<file path="src/hdl/pbkdf_pkg.sv">
package pbkdf_pkg;

	// Word i of any block or hash sits at bits [32*i+31:32*i], so W0 and H0 are lowest

	localparam int ROUNDS = 64;	// Rounds per compression
	localparam int ROUND_W = $clog2(ROUNDS);	// Round counter width
	localparam int NUM_BLOCKS = 4;	// Output blocks T1..T4
	localparam int BLOCKCNT_W = 3;	// Holds block index 1..4

	typedef logic [31:0] word_t;	// SHA word
	typedef logic [255:0] hash_t;	// Chaining value or digest
	typedef logic [511:0] block_t;	// Message block

	typedef struct packed {
		logic [255:0] data1;	// Header bytes 0..31
		logic [255:0] data2;	// Header bytes 32..63
		logic [127:0] data3;	// Header bytes 64..79, nonce slot on top
	} header_t;

	typedef struct packed {
		hash_t chain;	// Chaining value in
		block_t block;	// Message block in
	} sha_req_t;

	typedef struct packed {
		logic [1023:0] x;	// T1 lowest, T4 highest
		word_t nonce;	// Nonce used for x
	} result_t;

	typedef enum logic [2:0] {
		STEP_KEY_HI,	// First 64 header bytes
		STEP_KEY_LO,	// Header tail, gives key hash
		STEP_IPAD,	// Key xor IPAD
		STEP_IPAD_PW,	// Header as message, gives IPAD state
		STEP_OPAD,	// Key xor OPAD, gives OPAD state
		STEP_INNER,	// Salt tail and block index
		STEP_OUTER	// Inner digest, gives T_i
	} step_t;

	typedef enum logic [1:0] {
		S_IDLE,
		S_ISSUE,
		S_WAIT
	} seq_state_t;

	localparam hash_t SHA_IV = {
		32'h5be0cd19, 32'h1f83d9ab, 32'h9b05688c, 32'h510e527f,
		32'ha54ff53a, 32'h3c6ef372, 32'hbb67ae85, 32'h6a09e667
	};	// H0 in the low word

	localparam word_t SHA_K [ROUNDS] = '{
		32'h428a2f98, 32'h71374491, 32'hb5c0fbcf, 32'he9b5dba5,
		32'h3956c25b, 32'h59f111f1, 32'h923f82a4, 32'hab1c5ed5,
		32'hd807aa98, 32'h12835b01, 32'h243185be, 32'h550c7dc3,
		32'h72be5d74, 32'h80deb1fe, 32'h9bdc06a7, 32'hc19bf174,
		32'he49b69c1, 32'hefbe4786, 32'h0fc19dc6, 32'h240ca1cc,
		32'h2de92c6f, 32'h4a7484aa, 32'h5cb0a9dc, 32'h76f988da,
		32'h983e5152, 32'ha831c66d, 32'hb00327c8, 32'hbf597fc7,
		32'hc6e00bf3, 32'hd5a79147, 32'h06ca6351, 32'h14292967,
		32'h27b70a85, 32'h2e1b2138, 32'h4d2c6dfc, 32'h53380d13,
		32'h650a7354, 32'h766a0abb, 32'h81c2c92e, 32'h92722c85,
		32'ha2bfe8a1, 32'ha81a664b, 32'hc24b8b70, 32'hc76c51a3,
		32'hd192e819, 32'hd6990624, 32'hf40e3585, 32'h106aa070,
		32'h19a4c116, 32'h1e376c08, 32'h2748774c, 32'h34b0bcb5,
		32'h391c0cb3, 32'h4ed8aa4a, 32'h5b9cca4f, 32'h682e6ff3,
		32'h748f82ee, 32'h78a5636f, 32'h84c87814, 32'h8cc70208,
		32'h90befffa, 32'ha4506ceb, 32'hbef9a3f7, 32'hc67178f2
	};

	localparam hash_t IPAD_WORD = {32{8'h36}};	// Inner pad bytes
	localparam hash_t OPAD_WORD = {32{8'h5c}};	// Outer pad bytes

	// Padding words, the end marker goes in the lowest word and the bit length on top
	localparam logic [383:0] KEY_TAIL_PAD = {32'h00000280, 320'd0, 32'h80000000};	// 640 bits
	localparam logic [351:0] INNER_PAD = {32'h000004a0, 288'd0, 32'h80000000};	// 1184 bits
	localparam logic [255:0] OUTER_PAD = {32'h00000300, 192'd0, 32'h80000000};	// 768 bits

	function automatic word_t rotr(input word_t x, input int unsigned n);
		return (x >> n) | (x << (32 - n));	// Right rotate
	endfunction

endpackage

</file>
<file path="src/hdl/pbkdf_sequencer.sv">
`timescale 1ns/1ns

module pbkdf_sequencer (
	input logic pbkdf_clk,
	input logic reset,
	input logic load_nonce,
	input logic start,
	input pbkdf_pkg::word_t nonce_load_value,
	input logic sha_done,
	output logic sha_start,
	output pbkdf_pkg::step_t step,
	output logic [pbkdf_pkg::BLOCKCNT_W-1:0] block_idx,
	output pbkdf_pkg::word_t nonce,
	output logic hash_done
);

	localparam logic [pbkdf_pkg::BLOCKCNT_W-1:0] FIRST_BLK = pbkdf_pkg::BLOCKCNT_W'(1);
	localparam logic [pbkdf_pkg::BLOCKCNT_W-1:0] LAST_BLK =
		pbkdf_pkg::BLOCKCNT_W'(pbkdf_pkg::NUM_BLOCKS);

	pbkdf_pkg::seq_state_t state;
	logic last_step;	// Final OUTER of the run

	assign last_step = (step == pbkdf_pkg::STEP_OUTER) && (block_idx == LAST_BLK);
	assign sha_start = (state == pbkdf_pkg::S_ISSUE);	// One cycle per step

	always_ff @(posedge pbkdf_clk) begin
		if (reset) begin
			state <= pbkdf_pkg::S_IDLE;
			step <= pbkdf_pkg::STEP_KEY_HI;
			block_idx <= '0;
			nonce <= '0;
			hash_done <= 1'b0;
		end else begin
			hash_done <= 1'b0;	// Pulse default
			if (load_nonce) begin	// Abort and reload, beats start
				nonce <= nonce_load_value;
				step <= pbkdf_pkg::STEP_KEY_HI;	// Stale core done cannot touch result
				state <= pbkdf_pkg::S_IDLE;
			end else begin
				case (state)
					pbkdf_pkg::S_IDLE: begin
						if (start) begin
							step <= pbkdf_pkg::STEP_KEY_HI;
							block_idx <= FIRST_BLK;
							state <= pbkdf_pkg::S_ISSUE;
						end
					end
					pbkdf_pkg::S_ISSUE: begin
						state <= pbkdf_pkg::S_WAIT;	// Core now busy
					end
					pbkdf_pkg::S_WAIT: begin
						if (sha_done && last_step) begin	// Run complete
							state <= pbkdf_pkg::S_IDLE;
							hash_done <= 1'b1;
							nonce <= nonce + 32'd1;	// Ready for next run
						end else if (sha_done) begin
							state <= pbkdf_pkg::S_ISSUE;
							case (step)
								pbkdf_pkg::STEP_KEY_HI: step <= pbkdf_pkg::STEP_KEY_LO;
								pbkdf_pkg::STEP_KEY_LO: step <= pbkdf_pkg::STEP_IPAD;
								pbkdf_pkg::STEP_IPAD: step <= pbkdf_pkg::STEP_IPAD_PW;
								pbkdf_pkg::STEP_IPAD_PW: step <= pbkdf_pkg::STEP_OPAD;
								pbkdf_pkg::STEP_OPAD: step <= pbkdf_pkg::STEP_INNER;
								pbkdf_pkg::STEP_INNER: step <= pbkdf_pkg::STEP_OUTER;
								pbkdf_pkg::STEP_OUTER: begin	// On to next block
									step <= pbkdf_pkg::STEP_INNER;
									block_idx <= block_idx + FIRST_BLK;
								end
								default: step <= pbkdf_pkg::STEP_KEY_HI;
							endcase
						end
					end
					default: state <= pbkdf_pkg::S_IDLE;
				endcase
			end
		end
	end

endmodule

</file>
<file path="config.mk">
export PLATFORM = sky130hd
export DESIGN_NAME = pbkdf_sequencer
export DESIGN_NICKNAME = d
export VERILOG_FILES = /design/src/hdl/pbkdf_pkg.sv /design/src/hdl/pbkdf_sequencer.sv
export SDC_FILE = /design/constraint.sdc
export NUM_CORES = 1
export LEC_CHECK = 0
export ABC_AREA = 1
export BUFFER_PORTS_ARGS = -buffer_cell sky130_fd_sc_hd__buf_2
export CAP_MARGIN = 10
export CORE_MARGIN = 10
export CORE_UTILIZATION = 50
export CTS_CLUSTER_DIAMETER = 30
export DETAILED_ROUTE_END_ITERATION = 10
export GPL_ROUTABILITY_DRIVEN = 0
export GPL_TIMING_DRIVEN = 0
export PLACE_DENSITY_LB_ADDON = 0.25
export SLEW_MARGIN = 20
export SYNTH_ARGS = -nofsm -noshare
export SYNTH_HDL_FRONTEND = slang
export SYNTH_SLANG_ARGS = --single-unit
</file>
<file path="constraint.sdc">
create_clock -name pbkdf_clk -period 2.2 [get_ports pbkdf_clk]
set_input_delay 0.22 -clock pbkdf_clk [delete_from_list [all_inputs] [get_ports pbkdf_clk]]
set_output_delay 0.22 -clock pbkdf_clk [all_outputs]
set_load 0.02 [all_outputs]
</file>
==> impl_results.md <==
* Status: completed
* Max-cap violations at 0
* Worst Path Arrival at between 2000 and 2500 ps
* Post-Syn Area at 2669 um2
* Most common cell after layout, fill and taps aside: nand2_1
* Largest net degree at the start of global routing at 14
* Hold_buf cts at 0
* CTS Buf Count at 5
* Filler Cell Count at 538
* CTS tree: done
* Placed cells at 570
* Post-route ant nets at 0
* Setup TNS at 0 ps
* RSZ-0062 raised after global routing: false
* Pins Over Slew Limit at 0
* Vias in the first global route at roughly 2900
* R2r worst-path depth at 9
* Drt drc at 0
* Clock transition at the registers of the reported paths at 80 ps
* FF-to-FF Start: nonce[0]
* Die Y at around 93 um
* Worst Tran Pin Value at roughly 600 ps
* Antenna violations before repair at 0
* Area of the multi-input gates at about 1600 um2
* Final Hold Violating Endpoints at 0
* Detailed-router iteration count before antenna repair at 4
* Clock Path Buffers at 2
* Critical Path Start: nonce[0]
* Number of library cell types mapped by synthesis at 31
* Fraction of layout cells with a size suffix above 1 at 0.2441
* Maximum vdd drop at approximately 340 uV
* Total power at around 1.9 mW
* Initial Utilization at 0.5192
* Design Area, Final at around 3300 um2
* Seq/Total Area, Yosys at 0.3075
* Yosys warnings at 0
* Crit. End Element: flip-flop
* Die ar. at 8660 um2
* DP Wirelength at between 6 and 7 mm
* DP Area at around 3100 um2
* Flops & latches, synth at 41
* FF-to-FF End: nonce[22]
* Fin nets at ~550
* Rows at 26
* Reg area at between 800 and 900 um2
* Mapped Cells at roughly 420
* Hold Path Class: in2reg
* Root Buffer: clkbuf_8
* Setup violations, final at 0
* Mean Syn Cell Area at approximately 6.3 um2
* Initial DRC Count at 249
* Die width at a little over 90 um
* I/O Pins at 77
* CTS H-tree lvls at 2
* Final design utilization at 0.6363
* Final Cycle Share at 0.8479
* Clock skew at between 3 and 4 ps
* Highest-count cells in the layout ignoring fill and taps: 139 x nand2_1, 77 x buf_2, 52 x nor2_1
* Syn nets at between 400 and 500
* Critical path class: reg2reg
* Non-filler cells, final at about 580
* First-pass GRT wire length at around 13 mm
* CP endpoint: nonce[22]
* Post-CTS Setup Repair Bufs at 0
* Total gr overflow at 0
* Final worst path period need at ~1900 ps
* R2R setup slack at approximately 330 ps
* Critical Path Source Type: flip-flop
* Total Wirelength at 8.236 mm
* LEAKAGE at 1.405 nW
* Post-DR vias/cell at 5.296
* Antenna Diode Count at 0
* Rel. slew slack at 0.6001
* Area delta synth->final at 22.55%
* Port-buffer cells at 76
* P per Cell Area at roughly 570 nW/um2
* CP Max Fanout at 6
* GRT Resource Usage Total at 0.1890
* FMAX at approximately 540 MHz
* Routed wire per std cell at between 10 and 15 um
* Core area at 5140 um2
* CTS Sinks at slightly above 40
* Data required time at the worst endpoint at 2410 ps
* Clk_lat worst skew at ~310 ps
* DR vias at 3061
* Number of gates resized after CTS at 0
-- power by group --
part	switching, mW	leakage (nW)	internal [mW]
logic	0.188	0.999	0.112
clock network	0.292	0.0681	0.451
registers	0.0547	0.338	0.782
total	0.534	1.40	1.35
-- cells by family (layout without fill, tap and decap cells) --
group	after synthesis	in the layout	share of synthesized area
xor+xnor	13	13	0.04266
flops	41	41	0.3075
fa+ha+maj	3	3	0.01407
buf+inv	51	135	0.08204
simple gates	253	253	0.4159
compound gates	63	63	0.1378
-- cell type report --
| class | instances | share of cell area |
|---|---|---|
| Buffer | 11 | 0.02104 |
| Clock buffer | 5 | 0.02104 |
| Clock inverter | 3 | 0.01989 |
| Inverter | 40 | 0.04591 |
| Multi-Input combinational cell | 332 | 0.4981 |
| Sequential cell | 41 | 0.2510 |
| Tap cell | 70 | 0.02678 |
| Timing Repair Buffer | 76 | 0.1163 |
-- worst max-delay path, stage by stage, from the launching register on --
cell	delay [ps]
dfxtp_1	430
ha_1	220
nand2_2	80
nor2_4	170
nand3_1	200
nor2_2	250
nand3_1	150
xor2_1	170
nand2_1	60
nand2_1	40
-- Yosys cell counts --
| cell | n | area share |
|---|---|---|
| a211oi_2 | 4 | 0.019 |
| a21oi_1 | 19 | 0.036 |
| a31oi_1 | 5 | 0.012 |
| buf_2 | 1 | 0.0019 |
| buf_4 | 1 | 0.0028 |
| buf_6 | 3 | 0.013 |
| clkbuf_1 | 6 | 0.0084 |
| dfxtp_1 | 41 | 0.31 |
| ha_1 | 3 | 0.014 |
| inv_1 | 36 | 0.051 |
| inv_2 | 4 | 0.0056 |
| nand2_1 | 139 | 0.20 |
| nand2_2 | 8 | 0.019 |
| nand3_1 | 27 | 0.051 |
| nand3_4 | 1 | 0.0066 |
| nand3b_1 | 1 | 0.0028 |
| nand4_1 | 3 | 0.0070 |
| nor2_1 | 52 | 0.073 |
| nor2_2 | 9 | 0.021 |
| nor2_4 | 6 | 0.025 |
| nor3_1 | 4 | 0.0075 |
| nor3b_1 | 1 | 0.0028 |
| nor4_1 | 1 | 0.0023 |
| o21ai_0 | 24 | 0.045 |
| o21ai_1 | 6 | 0.011 |
| o21ai_2 | 2 | 0.0066 |
| o21bai_1 | 2 | 0.0056 |
| o221ai_1 | 1 | 0.0033 |
| or2_2 | 1 | 0.0023 |
| xnor2_1 | 4 | 0.013 |
| xor2_1 | 9 | 0.030 |
-- layer usage --
layer / wire (um) / vias up / GRT usage
met3: 809 / 15 / 0.05835
met1: 3515 / 1399 / 0.2294
li1: - / 1515 / -
met4: 129 / 0 / 0.04756
met2: 3782 / 132 / 0.3166
met5: 0 / - / 0
-- flip-flops by register name, summed over array words and instances, names as in the netlist --
signal     cells
hash_done      1
state          2
step           3
nonce         32
block_idx      3
-- how the worst min path moves through the flow --
stage,from,end,depth (start not counted)
2_1_floorplan,nonce_load_value[1],nonce[1],2
3_3_place_gp,step[2],step[2],1
3_5_place_dp,step[2],step[2],1
4_1_cts,nonce_load_value[12],nonce[12],3
5_1_grt,nonce_load_value[1],nonce[1],3
6_report,nonce_load_value[1],nonce[1],3
-- stage by stage --
| stage | setup WS (ps) | hold slack (ps) |
|---|---|---|
| final | 334.6 | 171.3 |
| after CTS | 383.4 | 175.4 |
| after global placement | 450.2 | 467.8 |
| after floorplan | 524.2 | 383.2 |
| after detailed placement | 400.6 | 471.2 |
| after global routing | 238.2 | 185.0 |
No activity file was read; power rests on OpenSTA's default activity.
